`src/design/raster_pkg.sv`:
```
// fixed-point formats shared by the front end; camera and normal vectors are Q1.14, colors RGB565
package raster_pkg;

  // fractional bits of camera basis vectors and face normals
  localparam int FRAC_BITS = 14;

  // signed widths of the 3D inputs
  localparam int P_WIDTH = 16;  // vertex coordinates
  localparam int C_WIDTH = 18;  // camera position
  localparam int V_WIDTH = 16;  // unit vectors

  // unsigned depth
  localparam int ZWIDTH = 16;

  // signed viewport coordinates
  localparam int VX_WIDTH = 18;
  localparam int VY_WIDTH = 20;

  localparam int COLOR_WIDTH = 16;

  // brightness factor, 0 means darkest, max leaves the color unchanged
  localparam int BRIGHT_BITS = 4;
  localparam int BRIGHT_MAX = (1 << BRIGHT_BITS) - 1;

  // one RGB565 word, moved around as raw and scaled per channel
  typedef union packed {
    logic [COLOR_WIDTH-1:0] raw;
    struct packed {
      logic [4:0] r;
      logic [5:0] g;
      logic [4:0] b;
    } rgb;
  } color_u;

endpackage

```
`src/design/camera_regs.sv`:
```
// camera registers have no reset value, so a camera must be loaded before the first triangle
`timescale 1ns/100ps

module camera_regs import raster_pkg::*; (
  input  logic clk_in,
  input  logic rst_in,

  input  logic cam_valid,
  output logic cam_ready,
  input  logic signed [2:0][C_WIDTH-1:0] cam_c_in,
  input  logic signed [2:0][V_WIDTH-1:0] cam_u_in,
  input  logic signed [2:0][V_WIDTH-1:0] cam_v_in,
  input  logic signed [2:0][V_WIDTH-1:0] cam_n_in,

  output logic signed [2:0][C_WIDTH-1:0] cam_c,
  output logic signed [2:0][V_WIDTH-1:0] cam_u,
  output logic signed [2:0][V_WIDTH-1:0] cam_v,
  output logic signed [2:0][V_WIDTH-1:0] cam_n
);

  logic busy;  // high for the cycle after a load

  assign cam_ready = !busy;

  always_ff @(posedge clk_in) begin
    if (rst_in) begin
      busy <= 1'b0;
    end else begin
      busy <= cam_valid && cam_ready;
    end
  end

  always_ff @(posedge clk_in) begin
    if (cam_valid && cam_ready) begin
      cam_c <= cam_c_in;
      cam_u <= cam_u_in;
      cam_v <= cam_v_in;
      cam_n <= cam_n_in;
    end
  end

  // a pending camera must be held until it is taken
  a_cam_hold: assert property (@(posedge clk_in) disable iff (rst_in)
    cam_valid && !cam_ready |=> cam_valid && $stable({cam_c_in, cam_u_in, cam_v_in, cam_n_in}))
    else $error("camera request changed before transfer");

endmodule

```
`config.mk`:
```
export PLATFORM = sky130hd
export DESIGN_NAME = camera_regs
export DESIGN_NICKNAME = d
export VERILOG_FILES = /design/src/design/raster_pkg.sv /design/src/design/camera_regs.sv
export SDC_FILE = /design/constraint.sdc
export NUM_CORES = 1
export LEC_CHECK = 0
export BUFFER_PORTS_ARGS = -buffer_cell sky130_fd_sc_hd__buf_4
export CORE_AREA = 2 2 157 159
export DETAILED_ROUTE_END_ITERATION = 10
export DIE_AREA = 0 0 159 161
export PLACE_DENSITY_LB_ADDON = 0.05
export SYNTH_ARGS = -nofsm -noshare
export SYNTH_HDL_FRONTEND = slang
export SYNTH_SLANG_ARGS = --single-unit
```
`constraint.sdc`:
```
create_clock -name clk_in -period 14 [get_ports clk_in]
set_clock_uncertainty 0.15 [all_clocks]
set_input_delay 0.7 -clock clk_in [delete_from_list [all_inputs] [get_ports clk_in]]
set_output_delay 0.7 -clock clk_in [all_outputs]
set_load 0.05 [all_outputs]
```
==> summary.md <==
| Metric | Value |
|---|---|
| Nets | `822` |
| Met2 usage | `23.2%` |
| Mapped cell area | `0.00599 mm²` |
| Crit path buf inv count | `2` |
| #FFs+latches synth | `199` |
| Worst Path Arrival | `2310 ps` |
| Total GRT Usage | `13.3%` |
| Syn_nets | `403` |
| Vias in the first global route | `4001` |
| Resize count post-CTS | `0` |
| Initial core utilization | `25.0%` |
| DR DRC count | `0` |
| Final Hold Viols | `0` |
| Share of cells above drive strength 1 | `68.0%` |
| Peak supply drop | `0.0654 mV` |
| GPL Wtd Cong | `0.748` |
| Fmax | `414 MHz` |
| Cells along the critical path | `buf_4 > nor2b_4 > buf_12` |
| Clock Sink Count | `199` |
| CP max stage delay | `550 ps` |
| Die W | `159 µm` |
| Drt total wl | `17.2 mm` |
| Least-Margin Pin Slew | `1210 ps` |
| Crit Path Category | `input pin to register` |
| Hold_buf cts | `0` |
| Port bufs | `399` |
| Clock-pin slew on the worst setup and hold paths | `70 ps` |
| Req. time, crit path | `13900 ps` |
| Family with the most delay on the worst path | `buffers and inverters` |
| DR vias | `3640` |
| Ports placed on the boundary | `400` |
| Via-to-Cell Ratio | `3.80` |
| Area growth from synthesis to layout | `66.4%` |
| Register area share after synthesis | `99.6%` |
| CTS tree | `yes` |
| CTS root buffer | `clkbuf_16` |
| Post-CTS setup buffer count | `0` |
| GRT Max-Usage Layer | `met2` |
| First-pass GRT wire length | `24.8 mm` |
| Fin crit share | `17.3%` |
| Cell area power density | `140 mW/mm²` |
| DR WL/cell | `18.0 µm` |
| Core area | `0.0240 mm²` |
| TritonCTS Buffers | `17` |
| Initial DRC Count | `189` |
| DP Cell Count | `926` |
| Post-route minimum period | `2420 ps` |
| Hold crit path type | `input pin to register` |
| Non-Filler Instances | `958` |
| Avg Cell Area, Syn | `29.6 µm²` |
| Count of pins over their slew limit | `0` |
| Setup TNS | `0 ps` |
| Total die area | `0.0256 mm²` |
| Distinct cells, synth | `5` |
| Die Height | `161 µm` |
| Gr ovfl total | `0` |
| RSZ-0062 raised after global routing | `no` |
| Final setup fails | `0` |
| DRT antenna net count | `0` |
| Max-Cap Viols | `0` |
| Relative slew slack | `19.4%` |
| Crit Path Max Fanout | `177` |
| Crit end category | `register` |
| Leakage power | `4.13 nW` |
| Largest net degree at the start of global routing | `178` |
| CP max-delay cell | `nor2b_4` |
| Status | `complete, no violations` |
| Dpl hpwl | `12.9 mm` |
| Mapped Cells | `202` |
| Syn. warnings | `0` |
| GR Util met1 | `13.1%` |
| Startpoint Class | `input pin` |
| Routing usage on met3 | `7.24%` |
| Htree depth | `4` |
| Skew-Pair Late Insertion Delay | `430 ps` |
| Rows | `57` |
| Initial DRT Pass Iterations | `4` |
| Clock Tree Buf Depth | `2` |
| # diodes | `0` |
| Initial antenna violation count | `0` |
cell type report:
type,count,area [µm²]
Clock buffer,17,425
Clock inverter,15,123
Fill cell,2244,14000
Inverter,1,3.75
Multi-Input combinational cell,2,26.3
Sequential cell,199,5970
Tap cell,324,405
Timing Repair Buffer,400,3020
path summary, 6_finish.rpt:
path | startpoint | end | slack (ps) | depth (start not counted)
setup / recovery | cam_valid | cam_c[30] | 11580 | 3
hold / removal | rst_in | busy | 280 | 2
setup reg to reg | busy | cam_c[30] | 11600 | 2
hold reg to reg | busy | busy | 360 | 1
cell usage after synthesis (all sizes together):
cell type,count,share of area (%)
dfxtp,1,0.33
edfxtp,198,99
inv,1,0.063
nor3b,1,0.21
nor2b,1,0.10
per-stage QoR:
stage	utilization, %	area [µm²]	hold WS, ps	worst slack [ps]	power, mW
finish	41.6	9960	278	11580	1.40
global route	41.6	9960	255	11580	1.45
CTS	41.6	9960	260	11690	1.42
detailed placement	39.3	9420	347	11230	0.951
global placement	39.3	9420	348	11300	0.950
floorplan	-	5990	280	3830	0.857
where the power goes:
part	switching, mW	internal (mW)	total [mW]
Combinational	0.153	0.0753	0.228
Sequential	0.00931	0.697	0.707
Clock	0.231	0.233	0.463
Total	0.393	1.01	1.40
cell families after synthesis:
family,share of synthesized area [%]
buf+inv,0.0626
flops,99.6
simple gates,0.313
sequential cells by signal, indices dropped and copies added, names as in the netlist:
signal,flops
cam_u,48
cam_v,48
busy,1
cam_n,48
cam_c,54
metal layers:
metal,share of wire [%],wire (µm)
met3,12,2100
met2,53,9120
met5,0,0
met4,1.8,317
met1,33,5670
cell usage in the layout (no fill, tap or decap), types with 3 or more instances in the layout:
cell type  netlist  routed
clkinv_1         0       3
inv_8            0       4
clkbuf_16        0      17
edfxtp_1       198     198
buf_4            0     399
clkinv_4         0       6
No activity file was read; power rests on OpenSTA's default activity.
