File: config.mk
export PLATFORM = sky130hd
export DESIGN_NAME = prim_fifo
export DESIGN_NICKNAME = d
export VERILOG_FILES = /design/src/design/raster_pkg.sv /design/src/design/prim_fifo.sv
export SDC_FILE = /design/constraint.sdc
export NUM_CORES = 1
export LEC_CHECK = 0
export BUFFER_PORTS_ARGS = -buffer_cell sky130_fd_sc_hd__buf_4
export CAP_MARGIN = 20
export CELL_PAD_IN_SITES_DETAIL_PLACEMENT = 1
export CELL_PAD_IN_SITES_GLOBAL_PLACEMENT = 1
export CORE_UTILIZATION = 30
export DETAILED_ROUTE_END_ITERATION = 10
export HOLD_SLACK_MARGIN = 0.1
export PLACE_DENSITY = 0.52
export SLEW_MARGIN = 5
export SYNTH_ARGS = -nofsm -noshare
export SYNTH_HDL_FRONTEND = slang
export SYNTH_SLANG_ARGS = --single-unit
File: constraint.sdc
create_clock -name clk_in -period 7.6 [get_ports clk_in]
set_input_delay 1.52 -clock clk_in [delete_from_list [all_inputs] [get_ports clk_in]]
set_output_delay 1.52 -clock clk_in [all_outputs]
set_load 0.01 [all_outputs]
File: src/design/raster_pkg.sv
// fixed-point formats shared by the front end; camera and normal vectors are Q1.14, colors RGB565
package raster_pkg;

  // fractional bits of camera basis vectors and face normals
  localparam int FRAC_BITS = 14;

  // signed widths of the 3D inputs
  localparam int P_WIDTH = 16;  // vertex coordinates
  localparam int C_WIDTH = 18;  // camera position
  localparam int V_WIDTH = 16;  // unit vectors

  // unsigned depth
  localparam int ZWIDTH = 16;

  // signed viewport coordinates
  localparam int VX_WIDTH = 18;
  localparam int VY_WIDTH = 20;

  localparam int COLOR_WIDTH = 16;

  // brightness factor, 0 means darkest, max leaves the color unchanged
  localparam int BRIGHT_BITS = 4;
  localparam int BRIGHT_MAX = (1 << BRIGHT_BITS) - 1;

  // one RGB565 word, moved around as raw and scaled per channel
  typedef union packed {
    logic [COLOR_WIDTH-1:0] raw;
    struct packed {
      logic [4:0] r;
      logic [5:0] g;
      logic [4:0] b;
    } rgb;
  } color_u;

endpackage

File: src/design/prim_fifo.sv
// primitives are stored whole; writer must never push while full
`timescale 1ns/100ps

module prim_fifo import raster_pkg::*; #(
  parameter int FIFO_DEPTH = 4
) (
  input  logic clk_in,
  input  logic rst_in,

  input  logic push,
  output logic full,
  input  logic signed [2:0][VX_WIDTH-1:0] in_vx,
  input  logic signed [2:0][VY_WIDTH-1:0] in_vy,
  input  logic [2:0][ZWIDTH-1:0] in_z,
  input  logic [COLOR_WIDTH-1:0] in_color,

  output logic prim_valid,
  input  logic prim_ready,
  output logic signed [2:0][VX_WIDTH-1:0] prim_vx,
  output logic signed [2:0][VY_WIDTH-1:0] prim_vy,
  output logic [2:0][ZWIDTH-1:0] prim_z,
  output logic [COLOR_WIDTH-1:0] prim_color
);

  localparam int E_W = 3 * (VX_WIDTH + VY_WIDTH + ZWIDTH) + COLOR_WIDTH;
  localparam int PTR_W = (FIFO_DEPTH > 1) ? $clog2(FIFO_DEPTH) : 1;
  localparam int CNT_W = $clog2(FIFO_DEPTH + 1);

  logic [E_W-1:0] mem [FIFO_DEPTH];
  logic [PTR_W-1:0] wr_ptr, rd_ptr;
  logic [CNT_W-1:0] count;
  logic pop;

  assign full = (count == CNT_W'(FIFO_DEPTH));
  assign prim_valid = (count != '0);
  assign pop = prim_valid && prim_ready;
  assign {prim_vx, prim_vy, prim_z, prim_color} = mem[rd_ptr];

  always_ff @(posedge clk_in) begin
    if (push) mem[wr_ptr] <= {in_vx, in_vy, in_z, in_color};
  end

  always_ff @(posedge clk_in) begin
    if (rst_in) begin
      wr_ptr <= '0;
      rd_ptr <= '0;
      count <= '0;
    end else begin
      if (push) wr_ptr <= (wr_ptr == PTR_W'(FIFO_DEPTH - 1)) ? '0 : wr_ptr + 1'b1;
      if (pop) rd_ptr <= (rd_ptr == PTR_W'(FIFO_DEPTH - 1)) ? '0 : rd_ptr + 1'b1;
      count <= count + CNT_W'(push) - CNT_W'(pop);
    end
  end

  a_no_overflow: assert property (@(posedge clk_in) disable iff (rst_in)
    push |-> !full)
    else $error("primitive pushed into a full FIFO");

endmodule

==> reports/results.txt, run 1 <==
Status = completed
Data arrival, critical path = 2.85 ns
Half-perimeter wire length after detailed placement = 34.1 mm
Most common cell after layout, fill and taps aside = edfxtp_1
Worst skew pair latency = 0.61 ns
Layout cells sized above 1 = 0.467
VDD IR max = 194 uV
Slew HR = 0.325
Cell variety after synth = 22
Clock period minus worst slack = 4.37 ns
Gr ovfl total = 0
Critical path class = reg -> out
Via count = 11657
DR WL/cell = 22.2 um
Clk root buf = clkbuf_16
CTS H-tree depth = 3
GPL Wtd Cong = 0.692
Fmax = 0.229 GHz
Avg Vias per Cell = 4.48
Synth area leader = edfxtp_1
Core ar. = 0.0858 mm2
Sum of negative setup slack = 0 ns
Non-Filler Instances = 2601
Maximum fanout along the worst path = 63
Post-synthesis sequential element count = 721
CTS tree = yes
Syn avg cell area = 26.8 um2
Cell area after layout = 0.0330 mm2
Final setup vio count = 0
Flop pwr share = 0.442
Yosys warns = 0
Post-route ant nets = 0
Initial antenna violation count = 9
Clk sinks = 721
Post-DP Area = 0.0302 mm2
Max Cap Viol = 0
Mapped Area = 0.0262 mm2
Pins over their slew limit = 0
Hold Crit Class = reg -> reg
# IOs = 362
Largest net degree at the start of global routing = 94
CTS buffer count = 80
Power Dens Cells = 316 mW/mm2
Clock tree buffer depth = 3
Die ar. = 0.0884 mm2
Final hold viol count = 0
DRT iter0 DRCs = 487
GRT Overall Usage = 0.130
Syn Inst Count = 976
Data required, critical path = 6.08 ns
CP Launch Type = flop
Reg clk slew, reported paths = 0.06 ns
Global-route wire length before repair = 85.9 mm
DRC Markers = 0
Starting Density = 0.305
Row cnt = 107
Syn Nets = 1165
Dominant cells by area after synthesis = edfxtp_1, mux4_2, dfxtp_1
Resize count post-CTS = 0
First-pass DRT Iterations = 4
Most frequent cells in the layout = edfxtp_1, buf_4, mux4_2
Post-cts hold buffer count = 0
Psw = 0.00252 W
Hold Slack = 0.509 ns
Final Skew = 0.0238 ns
Comb power frac = 0.175
RSZ-0062 raised after global routing = no
Period utilisation layout = 0.575
Area share of the largest cell type after synthesis = 0.817
Final WS setup = 3.23 ns
Vias in the first global route = 12883
Layout Nets = 1580
Placed insts = 2453
Register area share after synthesis = 0.824
I/O Buffers = 361
Cell leakage power = 10.8 nW
Setup Fix Bufs, Post-CTS = 0
Slew @ Worst Pin = 1.01 ns
Critical path endpoint category = output port
Final wirelength = 57.8 mm
Die Wd = 297 um
Pre-CTS setup slack = 3.83 ns
Die height = 297 um
Syn-to-layout area delta = 25.9%
P_int = 0.00791 W
Switch share = 0.241
Clock Power Share = 0.383
-- per-layer routing --
metal	global-route usage	vias up	part of all wire
li1	-	5084	-
met1	0.159	6158	0.41
met2	0.215	289	0.49
met3	0.0472	114	0.067
met4	0.0407	12	0.026
met5	0	-	0.0016
-- critical path: stages (launching register included) --
cell	delay, ns
dfxtp_4	0.65
buf_4	0.80
mux4_2	0.47
buf_4	0.17
-- cell families after synthesis --
logic type / count (synthesis) / share of synthesized area
flops: 721 / 0.824
mux: 184 / 0.156
buf+inv: 44 / 0.0115
simple gates: 17 / 0.00397
fa+ha+maj: 7 / 0.00363
compound gates: 2 / 0.000526
xor+xnor: 1 / 0.000908
-- flip-flops by register name (all words and copies together), names as in the netlist, named ones only --
register and count:
mem 712, rd_ptr 2, count 3, wr_ptr 2
-- Yosys cell counts (all sizes together) --
| cell type | count |
|---|---|
| ha | 6 |
| edfxtp | 712 |
| xor3 | 1 |
| inv | 4 |
| clkbuf | 6 |
| or3 | 1 |
| buf | 34 |
| or3b | 1 |
| fa | 1 |
| nand2b | 4 |
| nor3 | 1 |
| and2 | 4 |
| a21oi | 1 |
| o31a | 1 |
| dfxtp | 9 |
| mux2 | 3 |
| nor2 | 2 |
| mux2i | 3 |
| nor2b | 3 |
| mux4 | 178 |
| nor3b | 1 |
-- worst paths after layout --
check / start / endpoint / slack, ns / cells after the start
worst min-delay path: rd_ptr[1]$_SDFFE_PP0P_ / flop / 0.51 / 2
worst max register to register: wr_ptr[0]$_SDFFE_PP0P_ / mem[0][71]$_DFFE_PP_ / 5.17 / 4
worst min register to register: rd_ptr[1]$_SDFFE_PP0P_ / flop / 0.51 / 2
worst max-delay path: flop / prim_z[44] / 3.23 / 3
-- cell type report --
type                    instances  area [um2]
flip-flops and latches        721       21600
clock inverters                53         678
clock buffers                  94        2050
multi-input cells             211        4320
diodes                          1        2.50
repair buffers                373        2890
inverters                       4        15.0
fillers                      8150       52900
well taps                    1144        1430
-- power by group through the flow --
| stage | Combinational, W | Sequential, W | Clock, W |
|---|---|---|---|
| 3_3_place_gp | 0.00189 | 0.00468 | 0 |
| 2_1_floorplan | 0.00108 | 0.00468 | 0 |
| 3_5_place_dp | 0.00189 | 0.00469 | 0 |
| 5_1_grt | 0.00197 | 0.00462 | 0.00426 |
| 4_1_cts | 0.00190 | 0.00461 | 0.00414 |
| 6_report | 0.00183 | 0.00460 | 0.00399 |
-- metrics by stage --
step,utilization,total power [W]
after floorplan,-,0.00576
after global routing,0.384,0.0109
final,0.384,0.0104
after CTS,0.384,0.0106
after detailed placement,0.352,0.00658
after global placement,0.352,0.00657
(Power assumes the default switching activity.)
==> run 2, diff against run 1 <==
- PLACE_DENSITY: 0.52 -> 0.54
- clock period: 7.6 -> 3.8 ns (I/O delays scaled with it)
==> reports/results.txt, run 2 (synthesis gave the netlist of run 1 again) <==
Largest net degree at the start of global routing = 92 (was 94)
Antenna Cells = 0 (was 1)
Layout Nets = 1602 (was 1580)
Initial antenna violation count = 9 (unchanged)
Data required, critical path = 3.04 ns (was 6.08 ns)
Cell area after layout = 0.0330 mm2 (about the same)
Syn-to-layout area delta = 26.2% (was 25.9%)
# IOs = 362 (unchanged)
Die Wd = 297 um (unchanged)
Post-route ant nets = 0 (unchanged)
Grt met1 use = 0.165 (was 0.159)
Most common cell after layout, fill and taps aside = edfxtp_1 (unchanged)
Starting Density = 0.305 (unchanged)
Cell leakage power = 10.9 nW (was 10.8 nW)
CP Launch Type = flop (unchanged)
Sum of negative setup slack = 0 ns (unchanged)
Hold Crit Class = in -> reg (was reg -> reg)
Met2 Use GR = 0.222 (was 0.215)
RSZ-0062 raised after global routing = no (unchanged)
Half-perimeter wire length after detailed placement = 36.2 mm (was 34.1 mm)
Largest regs = mem: 712 flops, count: 3 flops (unchanged)
Resize count post-CTS = 0 (unchanged)
Largest Register = mem (unchanged)
Slew @ Worst Pin = 0.841 ns (was 1.01 ns)
Data arrival, critical path = 2.48 ns (was 2.85 ns)
Critical path class = reg -> out (unchanged)
CTS H-tree depth = 3 (unchanged)
Final setup vio count = 0 (unchanged)
Met3 Usage GRT = 0.0463 (was 0.0472)
Final WS setup = 0.564 ns (was 3.23 ns)
Critical path endpoint category = output port (unchanged)
Worst path slowest cell = dfxtp_4 (was buf_4)
Cell Chain, Critical Path = buf_12 > mux4_2 > buf_4 (was buf_4 > mux4_2 > buf_4)
CTS buffer count = 80 (unchanged)
Die ar. = 0.0884 mm2 (unchanged)
Clock period minus worst slack = 3.24 ns
Slew HR = 0.439 (was 0.325)
Max reg flops = 712 (unchanged)
Clk root buf = clkbuf_16 (unchanged)
Pins over their slew limit = 0 (unchanged)
DRT iter0 DRCs = 656 (was 487)
Most frequent cells in the layout = edfxtp_1, buf_4, mux4_2 (unchanged)
VDD IR max = 317 uV (was 194 uV)
Final wirelength = 59.3 mm (was 57.8 mm)
Via count = 11873 (was 11657)
GR peak layer = met2 (unchanged)
Vias in the first global route = 13206 (was 12883)
Reg clk slew, reported paths = 0.06 ns (about the same)
Maximum fanout along the worst path = 32 (was 63)
Setup Fix Bufs, Post-CTS = 0 (unchanged)
CP peak stage delay = 0.69 ns (was 0.80 ns)
Max Cap Viol = 0 (unchanged)
CTS tree = yes (unchanged)
Layout cells sized above 1 = 0.468 (was 0.467)
Power Dens Cells = 618 mW/mm2 (was 316 mW/mm2)
First-pass DRT Iterations = 4 (unchanged)
Die height = 297 um (unchanged)
DRC Markers = 0 (unchanged)
Fill cell count = 8177 (was 8150)
DR WL/cell = 22.6 um (was 22.2 um)
Gr ovfl total = 0 (unchanged)
Clk sinks = 721 (unchanged)
GRT Overall Usage = 0.135 (was 0.130)
Final Skew = 0.0172 ns (was 0.0238 ns)
Avg Vias per Cell = 4.52 (was 4.48)
Post-DP Area = 0.0305 mm2 (was 0.0302 mm2)
GPL Wtd Cong = 0.683 (was 0.692)
Clock tree buffer depth = 3 (unchanged)
I/O Buffers = 361 (unchanged)
Worst skew pair latency = 0.62 ns (was 0.61 ns)
Fmax = 0.309 GHz
Status = completed (unchanged)
Pre-CTS setup slack = 1.12 ns (was 3.83 ns)
Global-route wire length before repair = 88.1 mm (was 85.9 mm)
Period utilisation layout = 0.852
Post-cts hold buffer count = 0 (unchanged)
Core ar. = 0.0858 mm2 (unchanged)
Row cnt = 107 (unchanged)
Final hold viol count = 0 (unchanged)
## run 2: changes by cell type in the layout (fill, tap and decap cells not counted), moves of 3 or more
| cell | before | now |
|---|---|---|
| bufinv_16 | 13 | 6 |
| buf_12 | 7 | 16 |
| clkinv_1 | 14 | 25 |
| clkinv_4 | 4 | 1 |
| clkinv_2 | 6 | 11 |
| inv_6 | 6 | 3 |
| buf_4 | 366 | 379 |
## run 2: path summary, 6_finish.rpt
path	from	to	slack [ns]	cells past startpoint
setup reg to reg	count[1]$_SDFF_PP0_	count[2]$_SDFF_PP0_	1.79	6
hold / removal	in_z[2]	mem[2][18]$_DFFE_PP_	0.33	1
setup / recovery	flop	prim_vx[20]	0.56	3
hold reg to reg	rd_ptr[1]$_SDFFE_PP0P_	flop	0.50	2
## run 2: layout make-up
| class | count | area [um2] | share of cell area |
|---|---|---|---|
| clock buffer | 96 | 2080 | 0.0631 |
| clock inverter | 53 | 447 | 0.0135 |
| inverter | 4 | 15.0 | 0.000455 |
| multi-input combinational | 211 | 4320 | 0.131 |
| sequential | 721 | 21600 | 0.653 |
| tap | 1144 | 1430 | 0.0433 |
| timing repair buffer | 395 | 3170 | 0.0958 |
## run 2: layer usage
metal | vias up | part of all wire
met4 | 18 | 0.026
met3 | 107 | 0.069
met2 | 305 | 0.49
met1 | 6312 | 0.41
li1 | 5131 | -
met5 | - | 0.0019
## run 2: where the power goes
group / switching [W] / total, W / internal [W] / leakage (nW)
Sequential: 0.000155 / 0.00925 / 0.00910 / 6.62
Clock: 0.00309 / 0.00742 / 0.00433 / 1.22
Combinational: 0.00175 / 0.00374 / 0.00200 / 3.06
Total: 0.00499 / 0.0204 / 0.0154 / 10.9
## run 2: through the flow
step	total power (W)	cells	hold slack (ns)	util
finish	0.0204	2624	0.333	0.385
global route	0.0213	2624	0.285	0.385
CTS	0.0209	2624	0.271	0.385
global placement	0.0133	2475	0.486	0.355
floorplan	0.0115	976	0.475	-
detailed placement	0.0133	2475	0.498	0.355
## run 2: worst max-delay path: cells and delay by family (launching register included)
family	cells	cell delay (ns)
buffers and inverters	2	0.51
DFF	1	0.69
muxes	1	0.59
