File: src/design/raster_pkg.sv
// fixed-point formats shared by the front end; camera and normal vectors are Q1.14, colors RGB565
package raster_pkg;

  // fractional bits of camera basis vectors and face normals
  localparam int FRAC_BITS = 14;

  // signed widths of the 3D inputs
  localparam int P_WIDTH = 16;  // vertex coordinates
  localparam int C_WIDTH = 18;  // camera position
  localparam int V_WIDTH = 16;  // unit vectors

  // unsigned depth
  localparam int ZWIDTH = 16;

  // signed viewport coordinates
  localparam int VX_WIDTH = 18;
  localparam int VY_WIDTH = 20;

  localparam int COLOR_WIDTH = 16;

  // brightness factor, 0 means darkest, max leaves the color unchanged
  localparam int BRIGHT_BITS = 4;
  localparam int BRIGHT_MAX = (1 << BRIGHT_BITS) - 1;

  // one RGB565 word, moved around as raw and scaled per channel
  typedef union packed {
    logic [COLOR_WIDTH-1:0] raw;
    struct packed {
      logic [4:0] r;
      logic [5:0] g;
      logic [4:0] b;
    } rgb;
  } color_u;

endpackage

File: src/design/pre_proc_shader.sv
// one triangle in flight at a time; both units are expected to answer once per start
`timescale 1ns/100ps

module pre_proc_shader import raster_pkg::*; #(
  parameter int NUM_TRI = 64
) (
  input  logic clk_in,
  input  logic rst_in,

  input  logic tri_valid,
  output logic tri_ready,
  input  logic [$clog2(NUM_TRI)-1:0] tri_id_in,
  input  logic signed [2:0][2:0][P_WIDTH-1:0] tri_p_in,

  input  logic vpp_done,
  input  logic vpp_cull,
  input  logic signed [2:0][VX_WIDTH-1:0] vx,
  input  logic signed [2:0][VY_WIDTH-1:0] vy,
  input  logic [2:0][ZWIDTH-1:0] vz,
  input  logic sh_done,
  input  logic sh_cull,
  input  logic [COLOR_WIDTH-1:0] color,

  output logic start,
  output logic [$clog2(NUM_TRI)-1:0] tri_id,
  output logic signed [2:0][2:0][P_WIDTH-1:0] tri_p,

  output logic push,
  input  logic full,
  output logic signed [2:0][VX_WIDTH-1:0] out_vx,
  output logic signed [2:0][VY_WIDTH-1:0] out_vy,
  output logic [2:0][ZWIDTH-1:0] out_z,
  output logic [COLOR_WIDTH-1:0] out_color,
  output logic [15:0] culled_count
);

  localparam logic [1:0] IDLE = 2'd0;
  localparam logic [1:0] PROCESSING = 2'd1;
  localparam logic [1:0] HOLD = 2'd2;

  logic [1:0] state;
  logic vpp_got, sh_got;  // result already latched
  logic sent;  // primitive handed to the FIFO
  logic any_cull;
  logic both_in;

  assign tri_ready = (state == IDLE);
  assign any_cull = (vpp_done && vpp_cull) || (sh_done && sh_cull);
  assign both_in = (vpp_got || vpp_done) && (sh_got || sh_done);

  always_ff @(posedge clk_in) begin
    if (rst_in) begin
      state <= IDLE;
      start <= 1'b0;
      push <= 1'b0;
      sent <= 1'b0;
      vpp_got <= 1'b0;
      sh_got <= 1'b0;
      culled_count <= '0;
    end else begin
      case (state)
        IDLE: begin
          vpp_got <= 1'b0;
          sh_got <= 1'b0;
          if (tri_valid) begin
            start <= 1'b1;  // launch both units together
            state <= PROCESSING;
          end
        end

        PROCESSING: begin
          start <= 1'b0;
          if (vpp_done) vpp_got <= 1'b1;
          if (sh_done) sh_got <= 1'b1;
          if (any_cull) begin
            culled_count <= culled_count + 16'd1;
            state <= IDLE;
          end else if (both_in) begin
            push <= !full;
            state <= HOLD;
          end
        end

        HOLD: begin
          if (push) begin
            push <= 1'b0;
            sent <= 1'b1;
          end else if (sent) begin
            sent <= 1'b0;
            state <= IDLE;
          end else if (!full) begin
            push <= 1'b1;  // space freed by the reader
          end
        end

        default: state <= IDLE;
      endcase
    end
  end

  // payload captures
  always_ff @(posedge clk_in) begin
    if (state == IDLE && tri_valid) begin
      tri_id <= tri_id_in;
      tri_p <= tri_p_in;
    end
    if (state == PROCESSING && vpp_done) begin
      out_vx <= vx;
      out_vy <= vy;
      out_z <= vz;
    end
    if (state == PROCESSING && sh_done) begin
      out_color <= color;
    end
  end

  // a new launch must not overlap answers still due from the previous triangle
  a_start_from_idle: assert property (@(posedge clk_in) disable iff (rst_in)
    start |-> $past(state == IDLE) && !vpp_done && !sh_done)
    else $error("unit start outside IDLE or while a unit was still answering");

endmodule

File: config.mk
export PLATFORM = sky130hd
export DESIGN_NAME = pre_proc_shader
export DESIGN_NICKNAME = d
export VERILOG_FILES = /design/src/design/raster_pkg.sv /design/src/design/pre_proc_shader.sv
export SDC_FILE = /design/constraint.sdc
export NUM_CORES = 1
export LEC_CHECK = 0
export BUFFER_PORTS_ARGS = -buffer_cell sky130_fd_sc_hd__buf_2
export CAP_MARGIN = 20
export CORE_AREA = 2 2 269 271
export DETAILED_ROUTE_END_ITERATION = 12
export DIE_AREA = 0 0 271 273
export GPL_TIMING_DRIVEN = 0
export PLACE_DENSITY = 0.41
export SLEW_MARGIN = 20
export SYNTH_ARGS = -nofsm -noshare
export SYNTH_HDL_FRONTEND = slang
export SYNTH_SLANG_ARGS = --single-unit
File: constraint.sdc
create_clock -name clk_in -period 10 [get_ports clk_in]
set_clock_uncertainty 0.2 [all_clocks]
set_input_delay 2.5 -clock clk_in [delete_from_list [all_inputs] [get_ports clk_in]]
set_output_delay 2.5 -clock clk_in [all_outputs]
set_load 0.05 [all_outputs]
==> metrics.txt, run 1 <==
status=complete, no violations; part of the cycle the worst path needs=41.9%; H-tree levels=2; iteration-0 DRC count of the detailed router=322; vias in the first global route=7605; layout cells sized above 1=62.3%; end of the critical path=tri_ready; Setup CP Type=register to primary output; Sw Pwr=966 uW; largest net degree at the start of global routing=50; clk slew on worst S/H paths=0.06 ns; fin nets=1525; CTS resizes=0; Gate power share=11.3%; Slew Limit Fails=0; total global routing overflow=0; leakage=0.00687 uW; Core Region=71000 um^2; setup repair after global routing missed its margin=false; TNS Setup=0 ns; sequential fraction of the synthesis area=94.0%; die height=273 um; Tot GR Track Use=9.93%; DIE AREA=74000 um^2; P_int=2750 uW; Avg WL per Cell=18.1 um; Critical Path End Type=primary output; first-pass GRT wire length=53.5 mm; Synth Flop Type=edfxtp_1; buffer count from post-CTS setup fixing=0; filler cell count=7480; FF-to-FF setup slack=7.56 ns; Seq pwr share=46.0%; achievable frequency=239 MHz; Clock Power Share=42.7%; Routed Antenna Nets=0; synth warn=0; FF-to-FF Start=state[1]$_SDFFE_PP0P_; Vias/cell=3.37; switching share of power=26.0%; placer congestion estimate=0.806; Final Hold Fails=0; IO Port Bufs=682; Worst-Skew Late Latency=0.55 ns; endpoints failing setup=0; initial core utilization=15.4%; share of the synthesized area in the top cell type=89.8%; reg2reg path depth=5; area leader, netlist=edfxtp_1; crit path launch=state[1]$_SDFFE_PP0P_; count leader, synth=edfxtp_1; commonest cells in the netlist=edfxtp_1 (328), dfxtp_1 (23), nor2_1 (12); Data required, critical path=7.30 ns; VDD IR max=131 uV; Num CTS Buffers=43; EDFF count, synth=328; synth unique cells=40; CTS Buffer Depth=3; fin util=24.2%; Worst Path Max Fanout=5; syn avg cell area=24.1 um^2; R2R Path End=tri_p[97]$_DFFE_PP_; CTS sink cnt=351; DP HPWL=31.0 mm; Root Buffer=clkbuf_16; Max-slew headroom=50.2%; Area Overhead vs Synth=56.4%; Final Critical Period=4.19 ns; vias=7311; maxcap violations=0; Synth async-reset ratio=0%; Die Wd=271 um; Cell Area, Synth=11000 um^2; FF+latch count, synth=351; arrival time at the worst endpoint=1.49 ns; Startpoint Class=register; num rows=98; antenna violations before repair=10; DRC Markers=0; I/O Pins=683; first drt pass iteration count=5; worst min path class=register to register; Synth area leaders=edfxtp_1 (90%), dfxtp_1 (4.2%), a21oi_1 (0.50%); PD cells=217 nW/um^2; CTS tree=yes; hold_buf cts=0; synthesized instance count=455; Total Routed Length=39.2 mm; Mapped Nets=792; worst-margin pin slew=0.747 ns
power groups by stage:
stage	combinational [uW]	clock, uW	sequential [uW]
after global placement	413	0	1760
after floorplan	32.5	0	1980
after detailed placement	426	0	1740
after global routing	438	1700	1720
after CTS	426	1660	1710
final	419	1590	1710
per-layer routing:
layer	wire [um]	GRT usage [%]
met5	52	0
met4	890	3.39
met3	3240	3.39
met2	20100	17.1
met1	15000	11.5
worst min-delay path by stage:
stage,startpoint,to,slack (ns),cells after the start
floorplan,sent$_SDFFE_PP0P_,sent$_SDFFE_PP0P_,0.24,2
global placement,culled_count[15]$_SDFFE_PP0P_,culled_count[15]$_SDFFE_PP0P_,0.28,2
detailed placement,culled_count[12]$_SDFFE_PP0P_,culled_count[12]$_SDFFE_PP0P_,0.29,2
CTS,culled_count[15]$_SDFFE_PP0P_,culled_count[15]$_SDFFE_PP0P_,0.30,2
global route,sent$_SDFFE_PP0P_,sent$_SDFFE_PP0P_,0.32,2
finish,sent$_SDFFE_PP0P_,sent$_SDFFE_PP0P_,0.30,2
state kept, by name, summed over array words and instances, names as in the netlist:
signal / count
out_color: 16
out_z: 48
tri_id: 6
start: 1
tri_p: 144
culled_count: 16
push: 1
sent: 1
vpp_got: 1
out_vx: 54
out_vy: 60
state: 2
sh_got: 1
kinds of logic (layout without fill, tap and decap cells):
logic type | Yosys count | after routing | share of synthesized area [%]
buf+inv | 10 | 774 | 0.491
other cells | 0 | 1 | 0
mux | 2 | 2 | 0.194
xor+xnor | 5 | 5 | 0.399
fa+ha+maj | 1 | 1 | 0.114
simple gates | 58 | 58 | 3.12
compound gates | 28 | 28 | 1.67
flops | 351 | 351 | 94.0
final cells by class:
class / count / area, um^2 / area share [%]
Tap cell: 950 / 1190 / 6.93
Multi-Input combinational cell: 94 / 607 / 3.54
Timing Repair Buffer: 688 / 3560 / 20.8
Clock buffer: 55 / 1140 / 6.66
Buffer: 5 / 35.0 / 0.204
Inverter: 5 / 18.8 / 0.109
Sequential cell: 351 / 10300 / 60.1
Antenna cell: 1 / 2.50 / 0.0146
Clock inverter: 21 / 283 / 1.65
cells in the final DEF (no fill, tap or decap), types with 2 or more instances in the layout:
cell type   count
a21oi_1        11
a31oi_1         2
and2_1          2
and2_4          2
and4_1          2
buf_12          2
buf_16          4
buf_2         683
buf_6           2
bufinv_16       6
clkbuf_1       13
clkbuf_16      44
clkinv_1        3
clkinv_2        5
clkinv_4        2
clkinvlp_4      2
dfxtp_1        23
edfxtp_1      328
inv_1           5
inv_6           2
nand2_1         6
nand3_1         6
nand3_2         2
nand4_1         3
nand4bb_1       2
nor2_1         12
nor3_1          4
nor4_1          2
o21ai_0         3
o31ai_1         4
o41ai_1         3
or3_1           2
or4_1           6
xnor2_1         4
worst max-delay path, cell delays in order, from the launching register on:
cell and delay, ns:
dfxtp_1 0.34, nor2_1 0.27, buf_2 0.33
per-stage QoR:
| stage | area (um^2) | setup WS, ns | total power, uW | hold WS (ns) | instances |
|---|---|---|---|---|---|
| 2_1_floorplan | 11000 | 3.05 | 2010 | 0.244 | 455 |
| 3_3_place_gp | 15600 | 1.02 | 2170 | 0.276 | 2087 |
| 3_5_place_dp | 15700 | 5.58 | 2170 | 0.288 | 2093 |
| 4_1_cts | 17100 | 5.76 | 3800 | 0.300 | 2169 |
| 5_1_grt | 17100 | 5.72 | 3860 | 0.320 | 2169 |
| 6_report | 17200 | 5.81 | 3720 | 0.298 | 2170 |
Power figures use the tool's default switching activity.
==> run 2: changes to the inputs <==
- ABC_AREA: unset -> 1
- PLACE_DENSITY: 0.41 -> 0.43
- clock period: 10 -> 3.4 ns (I/O delays scaled with it)
==> run 2 against run 1 <==
Worst hold slack lost 0.050 ns. Sequential share of layout area shrank 0.58 points. Die area is the same. Sequential power grew to 2.9 times the previous value. Critical path depth grew 8. Global-route usage grew 0.22 points. Register-to-register slack lost 6.9 ns. Worst setup slack lost 5.1 ns. Synthesized cell count grew 13%. Wire length grew 2.1%. Combinational power grew to 3.1 times the previous value. Count of clock-buffer cells in the layout shrank 5. Critical endpoint is now out_z[47]$_DFFE_PP_.
==> metrics.txt, run 2 <==
initial core utilization=15.6% (+0.13 points); total global routing overflow=0 (unchanged); Top cell by count, worst path=buf_12; Most flops, register=tri_p; vias in the first global route=7688 (+1.1%); Vias/cell=3.33 (-1.1%); commonest non-fill, non-tap cells in the layout=buf_2 (682), edfxtp_1 (328), clkbuf_16 (43), nand2_1 (39), nor2_1 (33); reg2reg path depth=10 (+5); filler cell count=7509 (+0.39%); VDD IR max=329 uV (+150%); commonest cells in the netlist=edfxtp_1 (328), nand2_1 (41), nor2_1 (34); CTS resizes=0 (unchanged); Num CTS Buffers=42 (-2.3%); leakage=0.00703 uW (+2.3%); buffer count from post-CTS setup fixing=0 (unchanged); Synth Flop Type=edfxtp_1; CTS tree=yes; setup repair after global routing missed its margin=false; H-tree levels=2 (unchanged); Setup CP Type=register to register; ant diodes=0 (-1); Routed Antenna Nets=0 (unchanged); count leader, synth=edfxtp_1; antenna violations before repair=9 (-1); hold_buf cts=0 (unchanged); first drt pass iteration count=4 (-1); Cell Area, Synth=11100 um^2 (+0.87%); Worst Path Max Fanout=32 (+27); Startpoint Class=register; CP bufs+invs=8 (+7); I/O Pins=683 (unchanged); biggest regs=tri_p (144), out_vy (60), out_vx (54); worst hold path depth=1 (-1); Synth async-reset ratio=0% (unchanged); endpoints failing setup=0 (unchanged); vias=7445 (+1.8%); Worst-Skew Late Latency=0.55 ns (about the same); fin nets=1588 (+4.1%); synth warn=0 (unchanged); Core Region=71000 um^2 (unchanged); DIE AREA=74000 um^2 (unchanged); Placed Instances=2157 (+3.1%); FF-to-FF setup slack=0.68 ns (-6.88 ns); Mapped Nets=852 (+7.6%); Data required, critical path=3.45 ns (-3.85 ns); filler-free cell count of the finished design=2234 (+2.9%); Die Wd=271 um (unchanged); layout cells sized above 1=60.1% (-2.1 points); DP HPWL=32.1 mm (+3.5%); Avg WL per Cell=17.9 um (-0.80%); placer congestion estimate=0.821 (+1.8%); design area=17300 um^2 (+0.97%); DRC Markers=0 (unchanged); Max-slew headroom=64.0% (+14 points); R2R Path End=out_z[47]$_DFFE_PP_; most common cell after layout, fill and taps aside=buf_2; num rows=98 (unchanged); EDFF count, synth=328 (unchanged); Area Overhead vs Synth=56.6%; slowest CP cell=dfxtp_1; FF-to-FF Start=state[0]$_SDFFE_PP0P_; Synth area leaders=edfxtp_1 (89%), dfxtp_1 (4.2%), nand2_1 (1.4%); part of the cycle the worst path needs=80.0%; iteration-0 DRC count of the detailed router=356 (+11%); CTS sink cnt=351 (unchanged); Final Hold Fails=0 (unchanged); maxcap violations=0 (unchanged); synth unique cells=24 (-40%); Final Critical Period=2.72 ns; syn avg cell area=21.5 um^2 (-11%); area leader, netlist=edfxtp_1; CTS Buffer Depth=3 (unchanged); FF+latch count, synth=351 (unchanged); Worst Hold Path EP=tri_p[65]$_DFFE_PP_; die height=273 um (unchanged); first-pass GRT wire length=54.5 mm (+1.8%); synthesized instance count=515 (+13%); largest net degree at the start of global routing=39 (-22%); Crit path largest cell delay=0.38 ns (+0.04 ns); Tot GR Track Use=10.1% (+0.22 points); Total Routed Length=40.1 mm (+2.1%); Slew Limit Fails=0 (unchanged); arrival time at the worst endpoint=2.77 ns (+1.28 ns); family with the most delay on the worst path=buffers and inverters; sequential fraction of the synthesis area=93.2% (-0.81 points); share of the synthesized area in the top cell type=89.0% (-0.77 points); Placement Cell Area=15900 um^2 (+1.2%); PD cells=628 nW/um^2 (+190%); worst-margin pin slew=0.540 ns (-0.207 ns); achievable frequency=368 MHz; Critical Path End Type=register; status=complete, no violations; worst min path class=input port to register; Root Buffer=clkbuf_16; Largest register FFs=144 (unchanged); IO Port Bufs=681 (-0.15%); clk slew on worst S/H paths=0.06 ns (about the same); hold path startpoint=tri_p_in[65]; worst-path cell chain=inv_2 -> nor2_4 -> nand2_8 -> clkinvlp_4 -> buf_12 -> buf_12 -> buf_16 -> buf_12 -> buf_12 -> buf_12
-- run 2: report_power, final --
| part | switching [uW] | internal, uW |
|---|---|---|
| Sequential | 59.3 | 4980 |
| Clock | 1840 | 2710 |
| Combinational | 984 | 302 |
| Total | 2890 | 7990 |
-- run 2: final cells by class --
type	instances	area [um^2]	share of cell area [%]
Sequential cell	351	10300	59.5
Timing Repair Buffer	692	3630	20.9
Tap cell	950	1190	6.86
Clock buffer	50	1100	6.37
Multi-Input combinational cell	128	641	3.70
Clock inverter	27	295	1.71
Inverter	33	133	0.766
Buffer	3	20.0	0.116
-- run 2: routing by layer --
layer | up-vias | global-route usage (%) | routed length, um
met2 | 352 | 16.7 | 19600
met4 | 10 | 3.77 | 1090
met5 | - | 0 | 65
li1 | 3414 | - | -
met1 | 3598 | 12.1 | 15700
met3 | 71 | 3.78 | 3570
-- run 2: cells by family after synthesis --
kind of cell	synth area share [%]
flip-flops	93.2
AND/OR/NAND/NOR	4.13
buffers and inverters	1.31
AO/OA/AOI/OAI	1.15
XOR/XNOR	0.0792
adder cells (fa/ha/maj)	0.113
-- run 2: worst register-to-register path, stage by stage (launching register included) --
cell and delay [ns]:
dfxtp_1 0.38, inv_2 0.07, nor2_4 0.20, nand2_8 0.07, clkinvlp_4 0.13, buf_12 0.21
buf_12 0.22, buf_16 0.23, buf_12 0.22, buf_12 0.24, buf_12 0.24
-- run 2: stage by stage --
stage	hold WS [ns]	setup WS, ns	utilization [%]	TNS, ns	power (uW)
5_1_grt	0.213	0.510	24.4	0	11300
6_report	0.248	0.679	24.4	0	10900
3_5_place_dp	0.244	0.251	22.4	0	6430
4_1_cts	0.195	0.635	24.4	0	11100
3_3_place_gp	0.246	-2.08	22.1	-561.77	6410
2_1_floorplan	0.230	-0.484	-	-125.74	5930
-- run 2: worst max path at each step --
stage,slack [ns],end,cells after the start,start
floorplan,-0.48,out_vx[0]$_DFFE_PP_,2,vpp_done
detailed placement,0.25,out_z[2]$_DFFE_PP_,9,vpp_done
finish,0.68,out_z[47]$_DFFE_PP_,10,state[0]$_SDFFE_PP0P_
global route,0.51,out_vx[27]$_DFFE_PP_,10,state[0]$_SDFFE_PP0P_
CTS,0.63,out_vx[27]$_DFFE_PP_,10,state[0]$_SDFFE_PP0P_
global placement,-2.08,out_z[2]$_DFFE_PP_,3,vpp_done
